**src/hw/fetch_pkg.sv**
```systemverilog
package fetch_pkg;

  //////////////////////////////
  // next-PC selection codes
  //////////////////////////////

  // base source of the next fetch address
  typedef enum logic [2:0] {
    PC_HOLD      = 3'd0,
    PC_INCR      = 3'd1,
    PC_EXCEPTION = 3'd2,
    PC_ERET      = 3'd3,
    PC_BOOT      = 3'd4
  } pc_sel_e;

  // exception vector choice
  typedef enum logic [1:0] {
    EXC_PC_HOLD    = 2'd0,
    EXC_PC_ILLINSN = 2'd1,
    EXC_PC_IRQ     = 2'd2,
    EXC_PC_IRQ_NM  = 2'd3
  } exc_sel_e;

  // control transfer resolved in execute
  typedef enum logic [1:0] {
    JUMP_NONE   = 2'd0,
    JUMP_JAL    = 2'd1,
    JUMP_BRANCH = 2'd2
  } jump_e;

  // vector offsets, appended to boot_addr[31:5]
  localparam logic [4:0] EXC_OFF_RST     = 5'h10;
  localparam logic [4:0] EXC_OFF_ILLINSN = 5'h14;
  localparam logic [4:0] EXC_OFF_IRQ     = 5'h00;
  localparam logic [4:0] EXC_OFF_IRQ_NM  = 5'h0c;

  // addi x0, x0, 0
  localparam logic [6:0]  OPCODE_OPIMM = 7'h13;
  localparam logic [31:0] INSTR_NOP    = {25'b0, OPCODE_OPIMM};

  //////////////////////////////
  // bundles
  //////////////////////////////

  // control from the core, held with the request
  typedef struct packed {
    pc_sel_e     pc_sel;
    exc_sel_e    exc_sel;
    jump_e       jump_kind;
    logic        branch_taken;
    logic [31:0] jump_target;
    logic [31:0] eret_pc;
  } fetch_ctrl_t;

  // IF/ID pipeline register contents
  typedef struct packed {
    logic [31:0] instr;
    logic [31:0] pc;
  } if_id_t;

endpackage

```
**src/hw/fetch_align.sv**
```systemverilog
`timescale 1ns/100ps

module fetch_align (
  input  logic              clk,
  input  logic              rst_n,
  // decode handshake
  input  logic              req_i,
  input  logic              force_nop_i,
  input  logic              boot_i,
  input  logic              stall_id_i,
  output logic              ack_o,
  // pc selector
  input  logic [31:0]       next_pc_i,
  output logic [31:0]       curr_pc_o,
  output logic [31:0]       incr_pc_o,
  // memory port
  output logic              mem_req_o,
  output logic [31:0]       mem_addr_o,
  input  logic              mem_ack_i,
  input  logic [31:0]       mem_rdata_i,
  input  logic [31:0]       mem_last_addr_i,
  // IF/ID
  output fetch_pkg::if_id_t if_id_o,
  output logic              id_valid_o
);

  typedef enum logic [1:0] {
    ST_INVALID,
    ST_VALID,
    ST_FETCH,
    ST_FETCH_NEXT
  } fetch_state_e;

  fetch_state_e state_q;
  fetch_state_e state_d;

  // word address and halfword offset of the current pc
  logic [31:0] fetch_addr_q;
  logic        pc_offset_q;

  // two-word buffer, arr[0] at tag, arr[1] at tag - 4 when prev_ok
  logic [31:0]       data_tag_q;
  logic [1:0][31:0]  data_arr_q;
  logic              buf_valid_q;
  logic              prev_ok_q;

  logic        hit_cur;
  logic        hit_prev;
  logic        ack_match;
  logic        buf_wr;
  logic        nop_int;
  logic        pc_load;
  logic [31:0] lo_word;
  logic [31:0] hi_word;
  logic        hi_ok;
  logic [31:0] instr_int;
  logic [31:0] instr_out;
  logic        is_compressed;

  fetch_pkg::if_id_t if_id_q;
  logic              id_valid_q;

  assign curr_pc_o  = {fetch_addr_q[31:2], pc_offset_q, 1'b0};
  assign mem_addr_o = (state_q == ST_FETCH_NEXT) ? fetch_addr_q + 32'd4 : fetch_addr_q;

  // stale words after a boot carry another address
  assign ack_match = mem_ack_i && (mem_last_addr_i == mem_addr_o);

  assign hit_cur  = buf_valid_q && (fetch_addr_q == data_tag_q);
  assign hit_prev = prev_ok_q && (fetch_addr_q == data_tag_q - 32'd4);

  //////////////////////////////
  // realignment
  //////////////////////////////

  always_comb begin
    hi_ok = 1'b0;
    unique case (state_q)
      ST_FETCH: begin
        lo_word = mem_rdata_i;
        hi_word = mem_rdata_i;
      end
      ST_FETCH_NEXT: begin
        // lower half of the straddling instr is already buffered
        lo_word = data_arr_q[0];
        hi_word = mem_rdata_i;
      end
      default: begin
        if (hit_prev) begin
          lo_word = data_arr_q[1];
          hi_word = data_arr_q[0];
          hi_ok   = 1'b1;
        end else begin
          lo_word = data_arr_q[0];
          hi_word = data_arr_q[0];
        end
      end
    endcase
  end

  assign instr_int     = pc_offset_q ? {hi_word[15:0], lo_word[31:16]} : lo_word;
  assign is_compressed = (instr_int[1:0] != 2'b11);
  assign incr_pc_o     = curr_pc_o + (is_compressed ? 32'd2 : 32'd4);

  // compressed instrs leave with a clean upper half
  always_comb begin
    if (nop_int) begin
      instr_out = fetch_pkg::INSTR_NOP;
    end else if (is_compressed) begin
      instr_out = {16'h0000, instr_int[15:0]};
    end else begin
      instr_out = instr_int;
    end
  end

  //////////////////////////////
  // fetch FSM
  //////////////////////////////

  always_comb begin
    state_d   = state_q;
    ack_o     = 1'b0;
    nop_int   = 1'b0;
    mem_req_o = 1'b0;
    buf_wr    = 1'b0;

    unique case (state_q)
      ST_INVALID: begin
        if (req_i && force_nop_i) begin
          nop_int = 1'b1;
          ack_o   = 1'b1;
        end else if (req_i) begin
          state_d = ST_FETCH;
        end
      end

      ST_VALID: begin
        if (req_i && force_nop_i) begin
          nop_int = 1'b1;
          ack_o   = 1'b1;
        end else if (req_i && (hit_cur || hit_prev)) begin
          // 32-bit at offset 2 needs the following word
          if (pc_offset_q && !is_compressed && !hi_ok) begin
            state_d = ST_FETCH_NEXT;
          end else begin
            ack_o = 1'b1;
          end
        end else if (req_i) begin
          state_d = ST_FETCH;
        end
      end

      ST_FETCH: begin
        mem_req_o = 1'b1;
        if (ack_match) begin
          buf_wr = 1'b1;
          if (pc_offset_q && !is_compressed) begin
            state_d = ST_FETCH_NEXT;
          end else begin
            ack_o   = 1'b1;
            state_d = ST_VALID;
          end
        end
      end

      ST_FETCH_NEXT: begin
        mem_req_o = 1'b1;
        if (ack_match) begin
          buf_wr  = 1'b1;
          ack_o   = 1'b1;
          state_d = ST_VALID;
        end
      end
    endcase

    if (boot_i) begin
      state_d = ST_INVALID;
    end
  end

  // a nop does not move the pc
  assign pc_load = ack_o && !nop_int;

  always_ff @(posedge clk or negedge rst_n) begin
    if (!rst_n) begin
      state_q      <= ST_INVALID;
      fetch_addr_q <= '0;
      pc_offset_q  <= 1'b0;
      buf_valid_q  <= 1'b0;
      prev_ok_q    <= 1'b0;
    end else begin
      state_q <= state_d;
      if (boot_i || pc_load) begin
        fetch_addr_q <= {next_pc_i[31:2], 2'b00};
        pc_offset_q  <= next_pc_i[1];
      end
      if (boot_i) begin
        buf_valid_q <= 1'b0;
        prev_ok_q   <= 1'b0;
      end else if (buf_wr) begin
        buf_valid_q <= 1'b1;
        // sequential refill keeps the older word usable
        prev_ok_q   <= buf_valid_q && (mem_last_addr_i == data_tag_q + 32'd4);
      end
    end
  end

  always_ff @(posedge clk) begin
    if (buf_wr) begin
      data_tag_q    <= mem_last_addr_i;
      data_arr_q[1] <= data_arr_q[0];
      data_arr_q[0] <= mem_rdata_i;
    end
  end

  //////////////////////////////
  // IF/ID registers
  //////////////////////////////

  always_ff @(posedge clk or negedge rst_n) begin
    if (!rst_n) begin
      id_valid_q <= 1'b0;
    end else if (!stall_id_i) begin
      id_valid_q <= ack_o;
    end
  end

  always_ff @(posedge clk) begin
    if (!stall_id_i && ack_o) begin
      if_id_q.instr <= instr_out;
      if_id_q.pc    <= curr_pc_o;
    end
  end

  assign if_id_o    = if_id_q;
  assign id_valid_o = id_valid_q;

endmodule

```
**src/hw/fetch_top.sv**
```systemverilog
`timescale 1ns/100ps

module fetch_top (
  input  logic                   clk,
  input  logic                   rst_n,
  input  logic [31:0]            boot_addr_i,
  // decode handshake
  input  logic                   req_i,
  input  logic                   force_nop_i,
  // loads next pc, so pair it with pc_sel = PC_BOOT
  input  logic                   boot_i,
  input  logic                   stall_id_i,
  input  fetch_pkg::fetch_ctrl_t ctrl_i,
  output logic                   ack_o,
  output fetch_pkg::if_id_t      if_id_o,
  output logic                   id_valid_o,
  // instruction memory
  output logic                   instr_req_o,
  output logic [31:0]            instr_addr_o,
  input  logic                   instr_gnt_i,
  input  logic                   instr_rvalid_i,
  input  logic [31:0]            instr_rdata_i
);

  logic [31:0] next_pc;
  logic [31:0] curr_pc;
  logic [31:0] incr_pc;

  // aligner to memory port
  logic        mem_req;
  logic [31:0] mem_addr;
  logic        mem_ack;
  logic [31:0] mem_rdata;
  logic [31:0] mem_last_addr;

  pc_select u_pc_select (
    .ctrl_i      (ctrl_i),
    .boot_addr_i (boot_addr_i),
    .curr_pc_i   (curr_pc),
    .incr_pc_i   (incr_pc),
    .next_pc_o   (next_pc)
  );

  instr_mem_port u_mem_port (
    .clk            (clk),
    .rst_n          (rst_n),
    .req_i          (mem_req),
    .addr_i         (mem_addr),
    .ack_o          (mem_ack),
    .rdata_o        (mem_rdata),
    .last_addr_o    (mem_last_addr),
    .instr_req_o    (instr_req_o),
    .instr_addr_o   (instr_addr_o),
    .instr_gnt_i    (instr_gnt_i),
    .instr_rvalid_i (instr_rvalid_i),
    .instr_rdata_i  (instr_rdata_i)
  );

  fetch_align u_align (
    .clk             (clk),
    .rst_n           (rst_n),
    .req_i           (req_i),
    .force_nop_i     (force_nop_i),
    .boot_i          (boot_i),
    .stall_id_i      (stall_id_i),
    .ack_o           (ack_o),
    .next_pc_i       (next_pc),
    .curr_pc_o       (curr_pc),
    .incr_pc_o       (incr_pc),
    .mem_req_o       (mem_req),
    .mem_addr_o      (mem_addr),
    .mem_ack_i       (mem_ack),
    .mem_rdata_i     (mem_rdata),
    .mem_last_addr_i (mem_last_addr),
    .if_id_o         (if_id_o),
    .id_valid_o      (id_valid_o)
  );

endmodule

```
**src/hw/instr_mem_port.sv**
```systemverilog
`timescale 1ns/100ps

module instr_mem_port (
  input  logic        clk,
  input  logic        rst_n,
  // fetch side
  input  logic        req_i,
  input  logic [31:0] addr_i,
  output logic        ack_o,
  output logic [31:0] rdata_o,
  output logic [31:0] last_addr_o,
  // instruction memory
  output logic        instr_req_o,
  output logic [31:0] instr_addr_o,
  input  logic        instr_gnt_i,
  input  logic        instr_rvalid_i,
  input  logic [31:0] instr_rdata_i
);

  typedef enum logic [1:0] {
    ST_IDLE,
    ST_WAIT_GNT,
    ST_WAIT_RVALID
  } port_state_e;

  port_state_e state_q;
  port_state_e state_d;

  // address frozen while the grant is pending
  logic [31:0] addr_q;
  // address of the word in flight or last returned
  logic [31:0] last_addr_q;

  //////////////////////////////
  // request controller
  //////////////////////////////

  always_comb begin
    state_d      = state_q;
    instr_req_o  = 1'b0;
    instr_addr_o = addr_i;
    ack_o        = 1'b0;

    unique case (state_q)
      ST_IDLE: begin
        // request goes out in the same cycle
        instr_req_o = req_i;
        if (req_i) begin
          state_d = instr_gnt_i ? ST_WAIT_RVALID : ST_WAIT_GNT;
        end
      end

      ST_WAIT_GNT: begin
        // keep asking with the captured address, even if req_i drops
        instr_req_o  = 1'b1;
        instr_addr_o = addr_q;
        if (instr_gnt_i) begin
          state_d = ST_WAIT_RVALID;
        end
      end

      ST_WAIT_RVALID: begin
        // single word outstanding, no new request until it returns
        if (instr_rvalid_i) begin
          ack_o   = 1'b1;
          state_d = ST_IDLE;
        end
      end

      default: state_d = ST_IDLE;
    endcase
  end

  always_ff @(posedge clk or negedge rst_n) begin
    if (!rst_n) begin
      state_q <= ST_IDLE;
    end else begin
      state_q <= state_d;
    end
  end

  always_ff @(posedge clk) begin
    if (state_q == ST_IDLE) begin
      addr_q <= addr_i;
    end
    // remember what was granted
    if (instr_req_o && instr_gnt_i) begin
      last_addr_q <= instr_addr_o;
    end
  end

  // read data passes straight through with the ack
  assign rdata_o     = instr_rdata_i;
  assign last_addr_o = last_addr_q;

endmodule

```
**src/hw/pc_select.sv**
```systemverilog
`timescale 1ns/100ps

module pc_select (
  input  fetch_pkg::fetch_ctrl_t ctrl_i,
  input  logic [31:0]            boot_addr_i,
  // pc of the instruction being served
  input  logic [31:0]            curr_pc_i,
  // curr_pc_i plus the size of that instruction
  input  logic [31:0]            incr_pc_i,
  output logic [31:0]            next_pc_o
);

  logic [31:0] exc_pc;
  logic [31:0] rst_vec;
  logic [31:0] base_pc;

  // reset vector lives in the same 32-byte block as the others
  assign rst_vec = {boot_addr_i[31:5], fetch_pkg::EXC_OFF_RST};

  //////////////////////////////
  // exception vector
  //////////////////////////////

  always_comb begin
    unique case (ctrl_i.exc_sel)
      fetch_pkg::EXC_PC_HOLD:    exc_pc = curr_pc_i;
      fetch_pkg::EXC_PC_ILLINSN: exc_pc = {boot_addr_i[31:5], fetch_pkg::EXC_OFF_ILLINSN};
      fetch_pkg::EXC_PC_IRQ:     exc_pc = {boot_addr_i[31:5], fetch_pkg::EXC_OFF_IRQ};
      fetch_pkg::EXC_PC_IRQ_NM:  exc_pc = {boot_addr_i[31:5], fetch_pkg::EXC_OFF_IRQ_NM};
    endcase
  end

  //////////////////////////////
  // base choice
  //////////////////////////////

  always_comb begin
    case (ctrl_i.pc_sel)
      fetch_pkg::PC_HOLD:      base_pc = curr_pc_i;
      fetch_pkg::PC_INCR:      base_pc = incr_pc_i;
      fetch_pkg::PC_EXCEPTION: base_pc = exc_pc;
      fetch_pkg::PC_ERET:      base_pc = ctrl_i.eret_pc;
      // boot and unused codes
      default:                 base_pc = rst_vec;
    endcase
  end

  // execute-stage transfers win over the base choice
  always_comb begin
    next_pc_o = base_pc;
    if (ctrl_i.jump_kind == fetch_pkg::JUMP_JAL) begin
      next_pc_o = ctrl_i.jump_target;
    end else if (ctrl_i.jump_kind == fetch_pkg::JUMP_BRANCH) begin
      // not taken falls through to the next instruction
      next_pc_o = ctrl_i.branch_taken ? ctrl_i.jump_target : incr_pc_i;
    end
    // boot has the last word
    if (ctrl_i.pc_sel == fetch_pkg::PC_BOOT) begin
      next_pc_o = rst_vec;
    end
  end

endmodule

```
**config.mk**
```make
export PLATFORM = sky130hd
export DESIGN_NAME = fetch_top
export DESIGN_NICKNAME = d
export VERILOG_FILES = /design/src/hw/fetch_pkg.sv /design/src/hw/fetch_align.sv /design/src/hw/fetch_top.sv /design/src/hw/instr_mem_port.sv /design/src/hw/pc_select.sv
export SDC_FILE = /design/constraint.sdc
export NUM_CORES = 1
export LEC_CHECK = 0
export ABC_AREA = 1
export BUFFER_PORTS_ARGS = -buffer_cell sky130_fd_sc_hd__buf_4
export CORE_ASPECT_RATIO = 0.8
export CORE_UTILIZATION = 40
export CTS_BUF_LIST = sky130_fd_sc_hd__clkbuf_16
export DETAILED_ROUTE_END_ITERATION = 6
export GPL_TIMING_DRIVEN = 0
export PLACE_DENSITY = 0.7
export SYNTH_ARGS = -nofsm -noshare
export SYNTH_HDL_FRONTEND = slang
export SYNTH_SLANG_ARGS = --single-unit
```
**constraint.sdc**
```tcl
create_clock -name clk -period 7.8 [get_ports clk]
set_clock_uncertainty 0.2 [all_clocks]
set_input_delay 1.95 -clock clk [delete_from_list [all_inputs] [get_ports clk]]
set_output_delay 1.95 -clock clk [all_outputs]
set_load 0.02 [all_outputs]
```
* Yosys cells after proc, flatten, opt, wreduce, memory -nomap -nowiden *
Cells that the tools add are included.

cells by class
  add/sub/neg operators = 4
  eq/ne operators = 29
  mux-type cells = 48
  reductions and logical operators = 28

operators by type and width
  cell                                                number
  two-way mux 32 bit                                  8
  case mux 32 bit (4 select lines)                    2
  == test 32 bit                                      4
  adder 32 x 3 -> 32 bit, second input constant       2
  case mux 32 bit (2 select lines)                    1
  adder 32 bit                                        1
  subtractor 32 x 3 -> 32 bit, second input constant  1
  two-way mux 2 bit                                   13
  two-way mux 1 bit                                   18
  two-way mux 16 bit                                  1
  == test 2 bit, second input constant                6
  logical AND 1 bit                                   11
  == test 2 x 1 -> 1 bit, second input constant       4
  case mux 2 bit (4 select lines)                     1
  == test 3 x 2 -> 1 bit, second input constant       2
  logical NOT 2 bit                                   3
  != test 2 bit, second input constant                3
  != test 3 x 2 -> 1 bit, second input constant       2
  != test 3 bit, second input constant                2
  case mux 2 bit (3 select lines)                     1
  AND reduction 3 bit                                 2
  OR reduction 2 bit                                  3
  != test 5 x 2 -> 1 bit, second input constant       1
  AND reduction 5 bit                                 1
  12 further kinds                                    16

storage, ports and cells
  bits in registers = 261
  input bits = 144
  output and inout port bits = 99
  logic and storage cells = 124

* Logic depth before layout (Yosys ltp) *
  word-level depth = 17
  depth in mapped cells = 41

* Hierarchy *
A second synthesis with hierarchy kept.

unflattened totals
  cells, all modules = 2320
  area, all modules = 17775.8 µm²

by module, submodules not included
  module          instances  cells an instance  area each (µm²)  sequential area each (µm²)
  fetch_align     1          1487               12353.1          5675.4
  instr_mem_port  1          219                2797.7           1971.9
  pc_select       1          614                2625.0           0.0

* Worst setup path after synthesis *
Ideal clock, no wire load.

  kind = input-to-reg
  start = in instr_rvalid_i
  end = reg u_align.data_arr_q[0] in the netlist's numbering (enable)
  setup time = 549 ps
  arrival time = 6740 ps
  slack = 311 ps
  cell stages on the path = 14
  path buffers = 0
  cell sequence = inv_1 -> nor2_1 -> nand2_1 -> inv_1 -> nand2_1 -> nor2_1 -> nand2_1 -> nor2_1 -> nand2_1 -> nor2_1 -> nand2_1 -> nor2_1 -> nand2_1 -> nor2_1

on the way
  word-level cells in the longest chain between the ends = 5

RTL lines
  element                   line                                    RTL
  start: declaration        fetch_top.sv:21                         input logic instr_rvalid_i,
  two-way mux 1 bit         instr_mem_port.sv:64                    if (instr_rvalid_i) begin
  two-way mux 1 bit         instr_mem_port.sv:44                    unique case (state_q)
  logical AND 1 bit         fetch_align.sv:67                       assign ack_match = mem_ack_i && (mem_last_addr_i == mem_addr_o);
  two-way mux 1 bit         fetch_align.sv:155, fetch_align.sv:168
  two-way mux 1 bit         n/a
  named net u_align.buf_wr  fetch_align.sv:50                       logic buf_wr;
  end: declaration          fetch_align.sv:43                       logic [1:0][31:0] data_arr_q;

The timed path passes the listed nets, and every way through them passes these cells.
A chain may end at the register's enable or synchronous reset.

* Final worst setup path *
  start = reg u_align.data_tag_q[2]
  end = out ack_o

on the way
  word-level cells in the longest chain between the ends = 14
  elaborated cells on any way between the ends = 23
  those cells by class = add/sub: 1; eq/ne: 3; mux: 11; reduce/logical: 8

RTL lines
  element                            line                                    RTL
  start: declaration                 fetch_align.sv:42                       logic [31:0] data_tag_q;
  start signal: assignment           fetch_align.sv:210                      data_tag_q <= mem_last_addr_i;
  subtractor 32 x 3 -> 32 bit        fetch_align.sv:70                       assign hit_prev = prev_ok_q && (fetch_addr_q == data_tag_q - 32'd4);
  == test 32 bit                     fetch_align.sv:70
  logical AND 1 bit                  fetch_align.sv:70
  two-way mux 32 bit                 fetch_align.sv:89                       if (hit_prev) begin
  case mux 32 bit (2 select lines)   fetch_align.sv:78                       unique case (state_q)
  two-way mux 32 bit                 fetch_align.sv:101                      assign instr_int = pc_offset_q ? {hi_word[15:0], lo_word[31:16]} : lo_word;
  != test 2 bit                      fetch_align.sv:102                      assign is_compressed = (instr_int[1:0] != 2'b11);
  logical NOT 1 bit                  fetch_align.sv:143, fetch_align.sv:157
  logical AND 1 bit                  fetch_align.sv:143, fetch_align.sv:157
  logical AND 1 bit                  fetch_align.sv:143                      if (pc_offset_q && !is_compressed && !hi_ok) begin
  two-way mux 1 bit                  fetch_align.sv:143
  two-way mux 1 bit                  fetch_align.sv:141                      end else if (req_i && (hit_cur || hit_prev)) begin
  two-way mux 1 bit                  fetch_align.sv:138                      if (req_i && force_nop_i) begin
  case mux 1 bit (4 select lines) *  fetch_align.sv:127                      unique case (state_q)
  end: declaration                   fetch_top.sv:14                         output logic ack_o,

Every way passes the cells marked *; elsewhere a longest branch is shown, timed or not.

==> summary.txt <==
Power
  – Cell Pwr Density: 211 nW/um^2
  – Final Power: between 4 and 5 mW
  – Total internal power: approximately 2.8 mW
  – Share of total power consumed by net switching: 0.347
  – Logic pwr share: 0.273
  – Worst IR drop on VDD: around 210 uV
  – Part of the total power dissipated in the clock network: 0.317
  – Portion of total power attributed to sequential cells: 0.411
  – Leakage power: between 8 and 9 nW
  – Net switching power figure: about 1.5 mW

Detailed routing
  – DRT antenna net count: 0
  – Post-detailed-route wirelength per cell: about 22 um
  – Detail-routed via count per cell: 5.60
  – Top layer reached by signal wires: met4
  – Remaining design rule violation count: 0
  – Routed length on met3: ~7600 um
  – Length of routed wiring on met1: approximately 32,000 um
  – Total met2 wirelength after detailed routing: 26,800 um
  – Via Count: around 17,000
  – Total detailed-routing wirelength: between 60,000 and 70,000 um
  – First drt pass iteration count: 6
  – DR iter-0 viols: around 2,100

Yosys
  – Yosys warnings: 0
  – Top flip-flop cell by instance count after synthesis: edfxtp_1
  – Number of instances in the synthesized netlist: approximately 2,200
  – Top cells by area in the synthesized netlist: edfxtp_1, nand2_1, nor2_1
  – Synthesized area: 16,800 sq um
  – Post-synthesis async set-or-reset flop share: 0.149
  – Compound-Gate Fraction of Synth Area: 0.125
  – Combinational family with the most area after synthesis: simple AND/OR/NAND/NOR gates
  – Post-Syn Area per Cell: roughly 7.7 sq um
  – Synthesized-area fraction occupied by adder cells: 0.00715
  – Simple-gate portion of the synthesized area: 0.292
  – Cell taking the most area after synthesis: edfxtp_1
  – Top cells by count, synth: nand2_1, nor2_1, edfxtp_1
  – Count of cell types in the netlist: 59
  – Most numerous cell in the Yosys netlist: nand2_1
  – Post-synth EDFFs: around 220
  – Synthesized flop and latch total: roughly 260
  – Portion of synthesized cell area occupied by the leading cell type: 0.388
  – Sequential area share after synthesis: 0.444
  – Synth Area in XOR/XNOR: 0.0541
  – Post-synthesis mux area share: 0

Finish
  – Multi-input combinational cell area: around 8100 sq um
  – Reg area: 7470 sq um
  – Share of layout cells above drive strength 1: 0.157
  – Signed area change from the synthesized netlist to the final layout: 20.7%
  – Final non-filler cell total: between 3,000 and 4,000
  – Filler cell count: 3,960
  – Final cell utilization of the core: 0.494
  – Net total in the final layout: between 2,000 and 3,000

STA
  – Fmax achieved: 140 MHz
  – PnR worst setup slack: between 600 and 700 ps
  – Period Utilization, post-route: 0.916
  – Max-slew violation count: 0
  – Final critical path time including I/O delays and setup: 7140 ps
  – Minimum hold slack: 236 ps
  – Final setup vio count: 0
  – Final Hold Fails: 0
  – Relative slew slack: 0.152
  – Setup repair after global routing missed its margin: no
  – Transition time at the pin with the least slew margin: approximately 1300 ps

GRT
  – Maximum number of pins on one net before global-route repair: 64
  – Number of antenna violations at the first check in global routing: 2
  – Total grt overflow: 0
  – First-pass GRT wire length: 98,400 um
  – Via count of the first global-routing pass: 15,750
  – Overall routing resource usage: 0.311

Critical path
  – Critical path peak fanout: 8
  – CP Class: reg2out
  – Data required time at the worst endpoint: 5650 ps
  – Type of element capturing the critical path: output port
  – Startpoint class of the critical path: register
  – Worst Path Arrival: 4990 ps

Clocking
  – H-tree depth: 1
  – Post-cts hold buffer count: 0
  – Number of buffers inserted during clock tree synthesis: 28
  – Root buffer selected by CTS: clkbuf_16
  – Worst-Skew Late Latency: 570 ps
  – Number of setup buffers added after CTS: 0
  – Number of sinks handled by clock tree synthesis: 255
  – Clock-pin slew reported for the worst setup and hold paths after clock tree synthesis: 80 ps
  – TritonCTS clock tree: yes
  – Max Root-Sink Buffers: 3
  – PostCTS Resize Cnt: 0

Place
  – Port-buffer cells: 231
  – Total instance count after detailed placement: ~3,000
  – Setup Slack @ Placement: between 1000 and 1500 ps
  – HPWL after DPL: 54,200 um
  – Routability congestion estimate: roughly 0.96

Hold path
  – Path category of the worst min-delay check: reg2reg

Floorplan
  – Core area: between 40,000 and 50,000 sq um
  – Die area: between 40,000 and 50,000 sq um
  – Total number of placement rows: 66
  – Die X-Extent: 231 um
  – Vertical die dimension: between 150 and 200 um
  – Initial Utilization: 0.409
  – I/O pin count: about 240

Status
  – Result of the run: finished clean

Run
  – Max_cap viols: 0
metal layers:
metal | vias up | track usage
met5 | - | 0
met4 | 0 | 0.0683
met3 | 90 | 0.0825
met2 | 889 | 0.429
met1 | 8070 | 0.475
li1 | 7782 | -
final timing paths:
kind	depth (start not counted)	to	slack [ps]	from
min in group asynchronous	1	u_align.fetch_addr_q[31]$_DFFE_PN0P_	1200	rst_n
max in group asynchronous	1	u_align.fetch_addr_q[4]$_DFFE_PN0P_	5750	rst_n
min	0	u_align.if_id_o[8]$_DFFE_PP_	240	u_align.fetch_addr_q[8]$_DFFE_PN0P_
max reg2reg	34	u_align.fetch_addr_q[27]$_DFFE_PN0P_	1170	u_align.data_tag_q[2]$_DFFE_PP_
min reg2reg	0	u_align.if_id_o[8]$_DFFE_PP_	240	u_align.fetch_addr_q[8]$_DFFE_PN0P_
max	25	ack_o	660	u_align.data_tag_q[2]$_DFFE_PP_
cells by family (layout without fill, tap and decap cells):
logic type,after synthesis,count (layout)
buffers and inverters,308,595
AOI/OAI and AO/OA,363,363
and+or+nand+nor,1134,1134
other,1,4
adders and majority gates,9,9
DFF,255,255
xor gates and xnor gates,103,103
per-stage QoR:
| stage | TNS, ps | instance area (sq um) |
|---|---|---|
| 6_report | 0 | 20300 |
| 3_3_place_gp | -275980 | 19200 |
| 3_5_place_dp | 0 | 19400 |
| 2_1_floorplan | 0 | 16800 |
| 5_1_grt | 0 | 20300 |
| 4_1_cts | 0 | 20300 |
cells in the final DEF (no fill, tap or decap), types with 12 or more instances in the layout:
master and n:
dfrtp_1 38, nor2_4 17, a21oi_1 71, a22oi_1 15
o21ai_1 23, o211ai_1 34, a31oi_1 28, nor2_2 21
buf_4 236, o22ai_1 16, xor2_1 82, nor2_1 251
inv_1 193, nor3_1 16, buf_2 22, xnor2_1 20
nand3_1 135, nand4_1 18, nand2_1 620, clkbuf_16 29
clkbuf_1 68, nor4_1 12, o21ai_0 145, edfxtp_1 217
sequential cells by signal (all words and copies together), names as in the netlist:
signal	count
u_align.buf_valid_q	1
u_align.data_arr_q	64
u_align.data_tag_q	30
u_align.fetch_addr_q	30
u_align.id_valid_o	1
u_align.if_id_o	63
u_align.pc_offset_q	1
u_align.prev_ok_q	1
u_align.state_q	2
u_mem_port.addr_q	30
u_mem_port.last_addr_o	30
u_mem_port.state_q	2
layout make-up:
type	count	share of cell area
Antenna cell	1	0.000123
Buffer	114	0.0281
Clock buffer	29	0.0358
Clock inverter	22	0.00889
Inverter	194	0.0360
Multi-Input combinational cell	1612	0.398
Sequential cell	255	0.368
Tap cell	544	0.0336
Timing Repair Buffer	236	0.0912
critical path, cell delays in order, from the launching register on:
cell and delay [ps]:
edfxtp_1 510, inv_1 160, ha_1 280, nand2_4 100
nor2_8 210, nand2_1 70, nand2_1 80, nand2_1 50
nor2_1 210, nand2_1 70, nor2_1 100, nand2_1 110
nor2_4 230, nand3_1 100, nand3_1 90, nand2_1 80
o21ai_1 310, inv_1 110, nor2_1 500, ha_1 310
nand2_1 90, nand4_1 110, nand3_2 100, nand2_1 70
o21ai_0 160, buf_4 230
power by group through the flow:
stage,Sequential (mW),Combinational [mW],Clock (mW)
5_1_grt,1.77,1.26,1.41
2_1_floorplan,1.76,0.648,0
4_1_cts,1.75,1.14,1.36
6_report,1.75,1.16,1.35
3_3_place_gp,1.78,1.11,0
3_5_place_dp,1.78,1.14,0
No activity file was read; power rests on OpenSTA's default activity.
